==> src/serial_params.svh <==
`ifndef SERIAL_PARAMS_SVH
`define SERIAL_PARAMS_SVH

// ----------------------------------------
// Host command nibbles
// ----------------------------------------

`define SERIAL_CMD_READ         4'hA    // Register word back to host
`define SERIAL_CMD_WRITE        4'h5    // Four data bytes follow

// ----------------------------------------
// Register map
// ----------------------------------------

`define ADR_COMP_CONFIG         4'h1
`define ADR_PULSE_CTRL          4'h2
`define ADR_MUX_SEL             4'h4
`define ADR_HALFSTRIPS          4'h5    // Read-only, live
`define ADR_HALFSTRIPS_EXPECT   4'h6
`define ADR_HALFSTRIPS_ERRCNT   4'h7    // Read-only, live
`define ADR_ADC                 4'h8

// ----------------------------------------
// Word transfer
// ----------------------------------------

`define DWORD_BYTES             4       // LSB first on the wire
`define READ_FILLER             32'hDEAD_BEEF

// Power-up values, chip selects of the serial DACs and ADC idle high
`define PULSE_CTRL_RESET        32'h0000_0020   // pdac_en_n in bit 5
`define ADC_RESET               32'h0000_0001   // adc_cs_n in bit 0

`endif

==> src/serial_pkg.sv <==
package serial_pkg;

    typedef logic [3:0] reg_adr_t;

    // Write request from the FIFO link to the register file
    typedef struct packed {
        logic        strobe;    // One cycle per completed word
        reg_adr_t    adr;
        logic [31:0] data;
    } host_write_t;

    // ----------------------------------------
    // Register layouts, MSB first
    // ----------------------------------------

    typedef struct packed {
        logic [22:0] spare;
        logic        cdac_sclk;     // Bit 8
        logic        cdac_din;
        logic        cdac_en_n;
        logic        lctrst;        // Bit 5
        logic [1:0]  pkmode;
        logic [2:0]  pktime;        // Bits 2:0
    } comp_config_t;

    typedef struct packed {
        logic [9:0]  spare;
        logic [1:0]  live_bits;     // Bits 21:20, status on readback
        logic        triad_persist1;
        logic [3:0]  triad_persist;
        logic        compout_expect;    // Bit 14
        logic [2:0]  bx_delay;
        logic        compin_inject;
        logic        compout_errcnt_rst;
        logic        halfstrips_errcnt_rst;  // Bit 8
        logic        pdac_sclk;
        logic        pdac_din;
        logic        pdac_en_n;     // Bit 5
        logic [3:0]  pulse_width;
        logic        fire_pulse;    // Bit 0
    } pulse_ctrl_t;

    typedef struct packed {
        logic [28:0] spare;         // Bit 3 carries adc_miso on readback
        logic        adc_sclk;
        logic        adc_mosi;
        logic        adc_cs_n;      // Bit 0
    } adc_ctrl_t;

    // One incoming data word, read by address
    typedef union packed {
        logic [31:0]  raw;
        comp_config_t comp;
        pulse_ctrl_t  pulse;
        adc_ctrl_t    adc;
    } reg_word_u;

    typedef struct packed {
        logic [15:0] mux_a1;        // Odd word bits
        logic [15:0] mux_a0;        // Even word bits
    } mux_sel_t;

    // ----------------------------------------
    // Stored registers and board inputs
    // ----------------------------------------

    typedef struct packed {
        comp_config_t comp;
        pulse_ctrl_t  pulse;
        logic [31:0]  mux_word;
        logic [31:0]  halfstrips_expect;
        adc_ctrl_t    adc;
    } ctrl_state_t;

    typedef struct packed {
        logic [31:0] halfstrips;
        logic [31:0] halfstrips_errcnt;
        logic        compout_last;
        logic        pulser_ready;
        logic        adc_miso;
    } board_status_t;

endpackage

==> src/ft245_link.sv <==
`include "serial_params.svh"

module ft245_link
    import serial_pkg::*;
(
    input  logic        clk,
    input  logic        reset,
    input  logic        ft_rxf_n,       // Host byte waiting
    input  logic        ft_txe_n,       // Room to send
    input  logic [7:0]  ft_byte_out,
    output logic [7:0]  ft_byte_in,
    output logic        serial_rd_n,
    output logic        serial_wr_n,
    output reg_adr_t    rd_adr,
    input  logic [31:0] rd_data,
    output host_write_t host_write
);

    localparam int unsigned IDX_W = $clog2(`DWORD_BYTES);
    localparam logic [IDX_W-1:0] IDX_LAST = IDX_W'(`DWORD_BYTES - 1);

    typedef enum logic [1:0]
    {
        ST_IDLE,
        ST_DECODE,
        ST_RECV,
        ST_SEND
    } link_state_t;

    link_state_t      state;
    reg_adr_t         adr_q;
    logic [3:0]       cmd_q;
    logic [IDX_W-1:0] byte_idx;
    logic [31:0]      dword;        // Shared by both directions
    logic             wr_strobe;
    logic             rx_take;
    logic             tx_give;

    // A strobe must be high before the next byte may move
    assign rx_take = !ft_rxf_n && serial_rd_n;
    assign tx_give = !ft_txe_n && serial_wr_n;

    // ----------------------------------------
    // Byte-level FSM
    // ----------------------------------------

    always_ff @(posedge clk)
    begin
        if (reset)
        begin
            state       <= ST_IDLE;
            adr_q       <= '0;
            cmd_q       <= '0;
            byte_idx    <= '0;
            serial_rd_n <= 1'b1;
            serial_wr_n <= 1'b1;
            ft_byte_in  <= '0;
            wr_strobe   <= 1'b0;
        end
        else
        begin
            serial_rd_n <= 1'b1;    // Pulses last one cycle
            serial_wr_n <= 1'b1;
            wr_strobe   <= 1'b0;

            case (state)
                ST_IDLE:
                begin
                    if (rx_take)
                    begin
                        {adr_q, cmd_q} <= ft_byte_out;  // Address in upper nibble
                        serial_rd_n    <= 1'b0;
                        state          <= ST_DECODE;
                    end
                end

                // rd_adr is settled here, so rd_data is valid
                ST_DECODE:
                begin
                    byte_idx <= '0;
                    case (cmd_q)
                        `SERIAL_CMD_READ:  state <= ST_SEND;
                        `SERIAL_CMD_WRITE: state <= ST_RECV;
                        default:           state <= ST_IDLE;  // Unknown, dropped
                    endcase
                end

                ST_RECV:
                begin
                    if (rx_take)
                    begin
                        serial_rd_n <= 1'b0;
                        byte_idx    <= byte_idx + 1'b1;
                        if (byte_idx == IDX_LAST)
                        begin
                            wr_strobe <= 1'b1;
                            state     <= ST_IDLE;
                        end
                    end
                end

                ST_SEND:
                begin
                    if (tx_give)
                    begin
                        ft_byte_in  <= dword[{byte_idx, 3'b000} +: 8];
                        serial_wr_n <= 1'b0;
                        byte_idx    <= byte_idx + 1'b1;
                        if (byte_idx == IDX_LAST)
                            state <= ST_IDLE;
                    end
                end

                default: state <= ST_IDLE;
            endcase
        end
    end

    // Word register, latched once per read or filled byte by byte
    always_ff @(posedge clk)
    begin
        if (state == ST_DECODE && cmd_q == `SERIAL_CMD_READ)
            dword <= rd_data;   // Snapshot, live inputs cannot tear it
        else if (state == ST_RECV && rx_take)
            dword[{byte_idx, 3'b000} +: 8] <= ft_byte_out;
    end

    assign rd_adr     = adr_q;
    assign host_write = '{strobe: wr_strobe, adr: adr_q, data: dword};

    // FIFO chip shares one data bus, so the two strobes are exclusive
    rd_wr_exclusive: assert property (@(posedge clk) disable iff (reset)
        !(!serial_rd_n && !serial_wr_n))
        else $error("serial_rd_n and serial_wr_n low together");

endmodule

==> src/ctrl_regs.sv <==
`include "serial_params.svh"

module ctrl_regs
    import serial_pkg::*;
(
    input  logic         clk,
    input  logic         reset,
    input  host_write_t  host_write,
    output ctrl_state_t  state,
    output comp_config_t comp_config,
    output pulse_ctrl_t  pulse_ctrl,
    output mux_sel_t     mux_sel,
    output adc_ctrl_t    adc_ctrl,
    output logic [31:0]  halfstrips_expect
);

    ctrl_state_t regs;
    reg_word_u   wr_word;

    // Same word seen through the layout of its target register
    assign wr_word = reg_word_u'(host_write.data);

    // ----------------------------------------
    // Register file
    // ----------------------------------------

    always_ff @(posedge clk)
    begin
        if (reset)
        begin
            regs.comp              <= '0;
            regs.pulse             <= pulse_ctrl_t'(`PULSE_CTRL_RESET);
            regs.mux_word          <= '0;
            regs.halfstrips_expect <= '0;
            regs.adc               <= adc_ctrl_t'(`ADC_RESET);
        end
        else if (host_write.strobe)
        begin
            case (host_write.adr)
                `ADR_COMP_CONFIG:       regs.comp              <= wr_word.comp;
                `ADR_PULSE_CTRL:        regs.pulse             <= wr_word.pulse;
                `ADR_MUX_SEL:           regs.mux_word          <= wr_word.raw;
                `ADR_HALFSTRIPS_EXPECT: regs.halfstrips_expect <= wr_word.raw;
                `ADR_ADC:               regs.adc               <= wr_word.adc;
                default: ;  // Read-only or unmapped
            endcase
        end
    end

    // ----------------------------------------
    // Board control pins
    // ----------------------------------------

    // Mux pairs interleaved in the word, a0 on even bits
    always_comb
    begin
        for (int i = 0; i < 16; i++)
        begin
            mux_sel.mux_a0[i] = regs.mux_word[2*i];
            mux_sel.mux_a1[i] = regs.mux_word[2*i+1];
        end
    end

    assign comp_config       = regs.comp;
    assign pulse_ctrl        = regs.pulse;
    assign adc_ctrl          = regs.adc;
    assign halfstrips_expect = regs.halfstrips_expect;
    assign state             = regs;

    // Link completes one word per strobe
    strobe_single: assert property (@(posedge clk) disable iff (reset)
        host_write.strobe |=> !host_write.strobe)
        else $error("host_write.strobe held for two cycles");

endmodule

==> src/readback_mux.sv <==
`include "serial_params.svh"

module readback_mux
    import serial_pkg::*;
(
    input  reg_adr_t      rd_adr,
    input  ctrl_state_t   state,
    input  board_status_t status,
    output logic [31:0]   rd_data
);

    pulse_ctrl_t pulse_rd;
    logic [31:0] adc_rd;

    // ----------------------------------------
    // Read word by address
    // ----------------------------------------

    always_comb
    begin
        pulse_rd           = state.pulse;
        pulse_rd.live_bits = {status.pulser_ready, status.compout_last};  // Bits 21, 20

        adc_rd    = state.adc;
        adc_rd[3] = status.adc_miso;   // Read-only data line

        case (rd_adr)
            `ADR_COMP_CONFIG:       rd_data = state.comp;
            `ADR_PULSE_CTRL:        rd_data = pulse_rd;
            `ADR_MUX_SEL:           rd_data = state.mux_word;   // Raw, not split
            `ADR_HALFSTRIPS:        rd_data = status.halfstrips;
            `ADR_HALFSTRIPS_EXPECT: rd_data = state.halfstrips_expect;
            `ADR_HALFSTRIPS_ERRCNT: rd_data = status.halfstrips_errcnt;
            `ADR_ADC:               rd_data = adc_rd;
            default:                rd_data = `READ_FILLER;
        endcase
    end

endmodule

==> src/serial_top.sv <==
module serial_top
    import serial_pkg::*;
(
    input  logic          clk,
    input  logic          reset,

    // FT245 FIFO side
    input  logic          ft_rxf_n,
    input  logic          ft_txe_n,
    input  logic [7:0]    ft_byte_out,
    output logic [7:0]    ft_byte_in,
    output logic          serial_rd_n,
    output logic          serial_wr_n,

    // Board side
    input  board_status_t status,
    output comp_config_t  comp_config,
    output pulse_ctrl_t   pulse_ctrl,
    output mux_sel_t      mux_sel,
    output adc_ctrl_t     adc_ctrl,
    output logic [31:0]   halfstrips_expect
);

    host_write_t host_write;
    reg_adr_t    rd_adr;
    logic [31:0] rd_data;
    ctrl_state_t ctrl_state;

    // ----------------------------------------
    // Byte link, registers, readback
    // ----------------------------------------

    ft245_link u_link (
        .clk         (clk),
        .reset       (reset),
        .ft_rxf_n    (ft_rxf_n),
        .ft_txe_n    (ft_txe_n),
        .ft_byte_out (ft_byte_out),
        .ft_byte_in  (ft_byte_in),
        .serial_rd_n (serial_rd_n),
        .serial_wr_n (serial_wr_n),
        .rd_adr      (rd_adr),
        .rd_data     (rd_data),
        .host_write  (host_write)
    );

    ctrl_regs u_regs (
        .clk               (clk),
        .reset             (reset),
        .host_write        (host_write),
        .state             (ctrl_state),
        .comp_config       (comp_config),
        .pulse_ctrl        (pulse_ctrl),
        .mux_sel           (mux_sel),
        .adc_ctrl          (adc_ctrl),
        .halfstrips_expect (halfstrips_expect)
    );

    readback_mux u_readback (
        .rd_adr  (rd_adr),
        .state   (ctrl_state),
        .status  (status),
        .rd_data (rd_data)
    );

endmodule

==> config.mk <==
export PLATFORM = sky130hd
export DESIGN_NAME = serial_top
export DESIGN_NICKNAME = d
export VERILOG_FILES = /design/src/serial_pkg.sv /design/src/ft245_link.sv /design/src/ctrl_regs.sv /design/src/readback_mux.sv /design/src/serial_top.sv
export VERILOG_INCLUDE_DIRS = /design/src /design/src/src
export SDC_FILE = /design/constraint.sdc
export NUM_CORES = 1
export LEC_CHECK = 0
export BUFFER_PORTS_ARGS = -buffer_cell sky130_fd_sc_hd__buf_2
export CORE_AREA = 2 2 136 138
export DETAILED_ROUTE_END_ITERATION = 7
export DIE_AREA = 0 0 138 140
export HOLD_SLACK_MARGIN = 0.1
export PLACE_DENSITY = 0.84
export SLEW_MARGIN = 20
export SYNTH_ARGS = -nofsm -noshare
export SYNTH_HDL_FRONTEND = slang
export SYNTH_SLANG_ARGS = --single-unit
==> constraint.sdc <==
create_clock -name clk -period 5.95 [get_ports clk]
set_input_delay 0 -clock clk [delete_from_list [all_inputs] [get_ports clk]]
set_output_delay 0 -clock clk [all_outputs]
set_load 0.01 [all_outputs]
==> results of run 1 <==
==> worst reg2reg max path: stages (launching register included) <==
cell and delay (ns):
dfxtp_2 0.74, buf_4 0.61, nor3b_4 0.11, buf_4 0.29
a22o_1 0.29, a22oi_1 0.14, dlygate4sd3_1 0.60, a21oi_1 0.06
==> layer usage <==
metal | up-vias | part of all wire | global-route usage
met2 | 762 | 0.46 | 0.554
met4 | 0 | 0.038 | 0.142
met3 | 117 | 0.12 | 0.0711
met1 | 4859 | 0.38 | 0.454
li1 | 4606 | - | -
met5 | - | 0 | 0
==> report_power, final <==
| part | switching, W | internal [W] |
|---|---|---|
| clock network | 0.000581 | 0.000921 |
| registers | 0.0000165 | 0.00148 |
| logic | 0.000133 | 0.0000765 |
==> worst max path at each step <==
stage / end / slack (ns)
global placement: u_link.dword[23] / 3.19
detailed placement: u_link.dword[28] / 3.08
CTS: u_link.dword[21] / 2.92
floorplan: u_link.dword[4] / 3.82
global route: u_link.dword[21] / 2.75
finish: u_link.dword[21] / 2.84
==> through the flow <==
stage          instances  instance area, µm²  hold WS (ns)
2_1_floorplan       1189               10200         0.136
3_3_place_gp        1576               11400         0.307
3_5_place_dp        1576               11400         0.309
4_1_cts             1628               12300         0.102
5_1_grt             1628               12300         0.133
6_report            1628               12300        0.0956
==> final cells by class <==
| cell class | count | area (µm²) | area share |
|---|---|---|---|
| inverter | 5 | 18.8 | 0.00153 |
| tap | 229 | 287 | 0.0233 |
| sequential | 215 | 4630 | 0.376 |
| clock buffer | 31 | 711 | 0.0578 |
| multi-input combinational | 858 | 5040 | 0.410 |
| timing repair buffer | 281 | 1520 | 0.124 |
| clock inverter | 9 | 95.1 | 0.00773 |
==> flip-flops by register name (all words and copies together), names as in the netlist, 2 cells and up <==
signal and cells:
u_link.byte_idx 2, u_link.state 2, u_link.rd_adr 4, u_regs.mux_sel 32, u_regs.pulse_ctrl 32, u_link.cmd_q 4, u_regs.adc_ctrl 32, u_regs.halfstrips_expect 32
u_link.dword 32, u_regs.comp_config 32, u_link.ft_byte_in 8
==> kinds of logic after synthesis <==
family | count (synthesis) | share of synthesized area
and+or+nand+nor | 445 | 0.195
AOI/OAI and AO/OA | 333 | 0.207
DFF | 215 | 0.455
buffers and inverters | 116 | 0.0521
muxes | 74 | 0.0839
adders and majority gates | 5 | 0.00615
xor gates and xnor gates | 1 | 0.000862
==> cells in the final DEF (no fill, tap or decap), drive strengths merged, types with 8 or more instances in the layout <==
master | synthesis | final
a221o | 24 | 24
buf | 54 | 269
dlygate4sd3 | 0 | 12
nand2 | 305 | 305
mux4 | 8 | 8
o211ai | 24 | 24
nand3 | 34 | 34
clkbuf | 57 | 31
and3 | 8 | 8
a21oi | 198 | 198
a22o | 24 | 24
mux2i | 56 | 56
edfxtp | 32 | 32
nor2 | 41 | 41
a22oi | 27 | 27
mux2 | 10 | 10
dfxtp | 183 | 183
==> impl_results.md, run 1 <==
* Row count at 49
* Post-synthesis net count at 1,273
* Worst path required time at 6.18 ns
* Fin crit share at 0.522
* Reg2Reg Setup Slack at 2.84 ns
* Number of global-route vias before repair at 9,567
* Setup Fix Bufs, Post-CTS at 0
* Critical Path Most Common Cell: buf_4
* Drt wl/cell at 21.5 µm
* Top_reg_cell synth: dfxtp_1
* Setup TNS at 0 ns
* Min-Delay Path Depth at 2
* Worst-Skew Late Latency at 0.50 ns
* Most common cell in the netlist: nand2_1
* Cts hold-fix bufs at 12
* Critical Path Stages at 7
* Antenna violations before repair at 0
* CTS Root Cell: clkbuf_16
* DP HPWL at 23,300 µm
* Worst path cell trace: buf_4, nor3b_4, buf_4, a22o_1, a22oi_1, dlygate4sd3_1, a21oi_1
* Largest net degree at the start of global routing at 97
* Global Route Usage Sum at 0.343
* Boundary Pins at 249
* First-pass GRT wire length at 53,200 µm
* Top cells by instance count after synthesis: nand2_1 (305), a21oi_1 (198), dfxtp_1 (183)
* R2r startpoint: u_link.rd_adr[1]
* Ys Warns at 0
* RSZ-0062 raised after global routing: false
* Gpl congestion at 0.932
* Share of post-route cells with drive strength above 1 at 0.242
* Chip width at 138 µm
* Post-Route WL at 34,900 µm
* IO Port Bufs at 248
* Leak Pwr at 5.02 nW
* Post-Syn Area at 0.0102 mm²
* Max-cap check violation count at 0
* Final hold vios at 0
* Total grt overflow at 0
* Clock skew at 0.0184 ns
* FILL cells at 1,409
* CP endpoint kind: flip-flop
* DP Worst Slack at 3.08 ns
* Slowest-stage cell, CP: dfxtp_2
* Sequential share of the synthesized area at 0.455
* Status: completed
* H-tree levels at 1
* Total power at 0.00320 W
* Routed vias at 10,300
* Die Area at 0.0193 mm²
* TritonCTS Sinks at 215
* Worst hold path endpoint: u_regs.comp_config[18]
* Pwr Density at 260 mW/mm²
* Max clock buf depth at 3
* CTS tree: yes
* Synth area leaders: dfxtp_1 (36%), nand2_1 (11%), a21oi_1 (9.7%)
* Crit path DAT at 3.33 ns
* CP Max Fanout at 51
* Slew Limit Fails at 0
* Flops & latches, synth at 215
* Asr flop ratio synth at 0
* Tmin final at 3.11 ns
* Chip height at 140 µm
* Slew HR at 0.317
* Yosys top cell area share at 0.360
* Avg Cell Area, Syn at 8.55 µm²
* TritonCTS Buffers at 22
* Post-synth EDFFs at 32
* Worst setup SP type: flip-flop
* # resized after CTS at 0
* Worst hold path class: input port to flip-flop
* Setup ws final at 2.84 ns
* Cell family with most CP delay: buffers and inverters
* # diodes at 0
* Area added between synthesis and finish at 21.0%
* Yosys top cell by area: dfxtp_1
* Residual DRC at 0
* Crit-path max cell delay at 0.74 ns
* Gate Count Post-Synth at 1,189
* Reg2Reg Capture Point: u_link.dword[21]
* Buffers plus inverters on the worst setup path at 3
* Fmax at 0.322 GHz
* Drt via density at 6.35
* Iter 0 DRT Violations at 1,134
* Maximum vdd drop at 0.000185 V
* Post-synth cell types at 60
* Core Footprint at 0.0178 mm²
* Post-DRT Antenna Nets at 0
* Worst Max-Slew Pin Slew at 1.02 ns
* Setup-failing EPs final at 0
* NumNets Final at 1,467
* Drt pass-1 iters at 5
* Initial Util at 0.572
* Setup CP Type: flip-flop to flip-flop
* Hold Crit Start: reset
* Clock slew at reported path FFs at 0.06 ns
* Fin util at 0.692
* Worst Setup SP: u_link.rd_adr[1]
* R2R depth at 7
Note: power is estimated with default switching activity, not from simulation.
==> run 2, diff against run 1 <==
Settings changed: ABC_AREA set to 1, CORE_AREA 2 2 136 138 to 2 2 149 151, DIE_AREA 0 0 138 140 to 0 0 151 153, PLACE_DENSITY 0.84 to 0.76.
Clock period 5.95 ns to 2.8 ns, I/O delays scaled along.
==> impl_results.md, run 2 <==
* Status: completed (unchanged)
* Drt wl/cell at 18.6 µm (was 21.5 µm)
* Yosys top cell area share at 0.354 (was 0.360)
* Chip width at 151 µm (was 138 µm)
* Worst-Skew Late Latency at 0.50 ns (about the same)
* Post-Syn Area at 0.0104 mm² (was 0.0102 mm²)
* Worst path required time at 3.16 ns (was 6.18 ns)
* Top cells by instance count after synthesis: nand2_1 (241), nor2_1 (195), nand3_1 (189) (was nand2_1 (305), a21oi_1 (198), dfxtp_1 (183))
* Critical Path Stages at 10 (was 7)
* Max clock buf depth at 3 (unchanged)
* Yosys top cell by area: dfxtp_1 (unchanged)
* Worst Setup SP: u_link.rd_adr[1] (unchanged)
* Multi-input gate area at 0.00467 mm² (was 0.00504 mm²)
* Worst path cell trace: inv_1, nor2_4, buf_4, nand3_1, nand2_1, nor2_1, dlygate4sd3_1, nand2_1, nor2_1, nor2_1 (was buf_4, nor3b_4, buf_4, a22o_1, a22oi_1, dlygate4sd3_1, a21oi_1)
* RSZ-0062 raised after global routing: false (unchanged)
* Clock slew at reported path FFs at 0.06 ns (about the same)
* CTS Root Cell: clkbuf_16 (unchanged)
* Share of post-route cells with drive strength above 1 at 0.186 (was 0.242)
* Crit path DAT at 3.06 ns (was 3.33 ns)
* Sw frac at 0.279 (was 0.228)
* Ys Warns at 0 (unchanged)
* Clock power share at 0.415 (was 0.469)
* # diodes at 0 (unchanged)
* Row count at 54 (was 49)
* Largest net degree at the start of global routing at 93 (was 97)
* Tmin final at 2.70 ns (was 3.11 ns)
* Antenna violations before repair at 0 (unchanged)
* Avg Cell Area, Syn at 6.91 µm² (was 8.55 µm²)
* Global Route Usage Sum at 0.324 (was 0.343)
* Reg2Reg Setup Slack at 0.10 ns (was 2.84 ns)
* CP endpoint kind: flip-flop (unchanged)
* Maximum vdd drop at 0.000410 V (was 0.000185 V)
* Number of global-route vias before repair at 10,500 (was 9,567)
* Post-synthesis net count at 1,583 (was 1,273)
* Max-cap check violation count at 0 (unchanged)
* Drt pass-1 iters at 6 (was 5)
* Switching power at 0.00209 W (was 0.000730 W)
* Reg2Reg Capture Point: u_link.dword[7] (was u_link.dword[21])
* Sequential share of the synthesized area at 0.447 (was 0.455)
* FILL cells at 1,940 (was 1,409)
* Asr flop ratio synth at 0 (unchanged)
* Residual DRC at 0 (unchanged)
* Worst setup SP type: flip-flop (unchanged)
* Total power at 0.00747 W (was 0.00320 W)
* Leak Pwr at 6.20 nW (was 5.02 nW)
* Fmax at 0.370 GHz (was 0.322 GHz)
* Setup CP Type: flip-flop to flip-flop (unchanged)
* Chip height at 153 µm (was 140 µm)
* Critical Path Most Common Cell: nor2_1 (was buf_4)
* Post-DRT Antenna Nets at 0 (unchanged)
* TritonCTS Sinks at 215 (unchanged)
* Post-Route WL at 38,700 µm (was 34,900 µm)
* Top_reg_cell synth: dfxtp_1 (unchanged)
* DP Worst Slack at 0.585 ns (was 3.08 ns)
* Setup TNS at 0 ns (unchanged)
* Flop pwr share at 0.434 (was 0.466)
* H-tree levels at 1 (unchanged)
* Worst hold path class: input port to flip-flop (unchanged)
* CTS tree: yes (unchanged)
* Drt via density at 5.62 (was 6.35)
* Slowest-stage cell, CP: dlygate4sd3_1 (was dfxtp_2)
* Iter 0 DRT Violations at 1,325 (was 1,134)
* Setup Fix Bufs, Post-CTS at 0 (unchanged)
* Initial Util at 0.482 (was 0.572)
* Commonest non-fill, non-tap cells in the layout: buf_2 (248), nand2_1 (241), nor2_1 (193) (was nand2_1 (305), buf_2 (247), a21oi_1 (198))
* Crit-path max cell delay at 0.57 ns (was 0.74 ns)
* Boundary Pins at 249 (unchanged)
* First-pass GRT wire length at 58,500 µm (was 53,200 µm)
* Buffers plus inverters on the worst setup path at 3 (unchanged)
* Clock skew at 0.00927 ns (was 0.0184 ns)
* Flops & latches, synth at 215 (unchanged)
* Final hold vios at 0 (unchanged)
* Gate Count Post-Synth at 1,499 (was 1,189)
* Minimum hold slack at 0.145 ns (was 0.0956 ns)
* Worst Max-Slew Pin Slew at 0.798 ns (was 1.02 ns)
* Setup-failing EPs final at 0 (unchanged)
* R2r startpoint: u_link.rd_adr[1] (unchanged)
* Routed vias at 11,700 (was 10,300)
* TritonCTS Buffers at 23 (was 22)
* Post-synth cell types at 24 (was 60)
* Synth area leaders: dfxtp_1 (35%), edfxtp_1 (9.3%), nand3_1 (9.1%) (was dfxtp_1 (36%), nand2_1 (11%), a21oi_1 (9.7%))
* Post-synth EDFFs at 32 (unchanged)
* Cell family with most CP delay: buffers and inverters (unchanged)
* Slew Limit Fails at 0 (unchanged)
* Logic pwr share at 0.151 (was 0.065)
* Capture point of the worst path: u_link.dword[7] (was u_link.dword[21])
* Total grt overflow at 0 (unchanged)
* Area added between synthesis and finish at 28.9% (was 21.0%)
* Most common cell in the netlist: nand2_1 (unchanged)
* IO Port Bufs at 248 (unchanged)
* Slew HR at 0.468 (was 0.317)
* Most common cell after layout, fill and taps aside: buf_2 (was nand2_1)
* Setup ws final at 0.100 ns (was 2.84 ns)
* Die Area at 0.0231 mm² (was 0.0193 mm²)
* FF/Latch Area at 0.00462 mm² (was 0.00463 mm²)
* Gpl congestion at 0.997 (was 0.932)
* Internal at 0.00538 W (was 0.00247 W)
* NumNets Final at 1,871 (was 1,467)
* Pwr Density at 560 mW/mm² (was 260 mW/mm²)
* R2R depth at 10 (was 7)
* CP Max Fanout at 32 (was 51)
* Fin crit share at 0.964 (was 0.522)
* DP HPWL at 26,300 µm (was 23,300 µm)
* Core Footprint at 0.0215 mm² (was 0.0178 mm²)
run 2: cell types whose count changed in the layout (fill, tap and decap cells not counted), sizes merged, moves of 27 or more:
cell / previous run / this run
inv: 4 / 164
o21ai: 6 / 180
mux2i: 56 / 0
nand2: 305 / 242
nor2: 41 / 201
dlygate4sd3: 12 / 77
nand3: 34 / 189
a22oi: 27 / 0
run 2: worst reg2reg max path: cells and delay by family, from the launching register on:
kind	cells	cell delay, ns
and+or+nand+nor	7	0.92
buffers and inverters	3	1.15
DFF	1	0.48
run 2: routing by layer:
| layer | up-vias | share of wire | track usage | wire, µm |
|---|---|---|---|---|
| met1 | 5335 | 0.39 | 0.445 | 15200 |
| met4 | 0 | 0.041 | 0.132 | 1600 |
| li1 | 5485 | - | - | - |
| met2 | 743 | 0.46 | 0.511 | 17600 |
| met5 | - | 0 | 0 | 0 |
| met3 | 125 | 0.11 | 0.0501 | 4220 |
run 2: worst min-delay path by stage:
stage              startpoint               end  cells past startpoint
6_report           status[22]  u_link.dword[19]                      7
3_3_place_gp   ft_byte_out[4]  u_link.rd_adr[0]                      3
2_1_floorplan  ft_byte_out[0]   u_link.cmd_q[0]                      2
3_5_place_dp   ft_byte_out[4]  u_link.rd_adr[0]                      3
5_1_grt            status[54]  u_link.dword[19]                      7
4_1_cts            status[22]  u_link.dword[19]                      7
run 2: layout make-up:
type	instances	area share
Clock buffer	35	0.0518
Clock inverter	4	0.00544
Inverter	167	0.0471
Multi-Input combinational cell	1018	0.350
Sequential cell	215	0.347
Tap cell	280	0.0263
Timing Repair Buffer	362	0.173
run 2: cell families (layout without fill, tap and decap cells):
logic type,count (synthesis),after routing,synth area share
AO/OA/AOI/OAI,377,377,0.185
adder cells (fa/ha/maj),5,5,0.00604
buffers and inverters,266,568,0.105
flip-flops,215,215,0.447
AND/OR/NAND/NOR,636,636,0.257
run 2: what timing repair did:
item / in CTS / in global routing
hold buffers: 77 / 0
setup endpoints to repair: 0 / 2
gates resized for setup: 0 / 1
hold endpoints to repair: 74 / 0
run 2: through the flow:
step	cell area, µm²	utilization	instances
floorplan	10400	-	1499
global placement	11800	0.549	1965
detailed placement	11800	0.549	1965
CTS	13300	0.621	2081
global route	13300	0.621	2081
finish	13300	0.621	2081
run 2: power groups by stage:
stage,logic [W],registers [W],clock network (W)
4_1_cts,0.00108,0.00324,0.00311
6_report,0.00113,0.00324,0.00310
5_1_grt,0.00119,0.00325,0.00325
3_3_place_gp,0.000985,0.00330,0
2_1_floorplan,0.000622,0.00329,0
3_5_place_dp,0.000993,0.00331,0
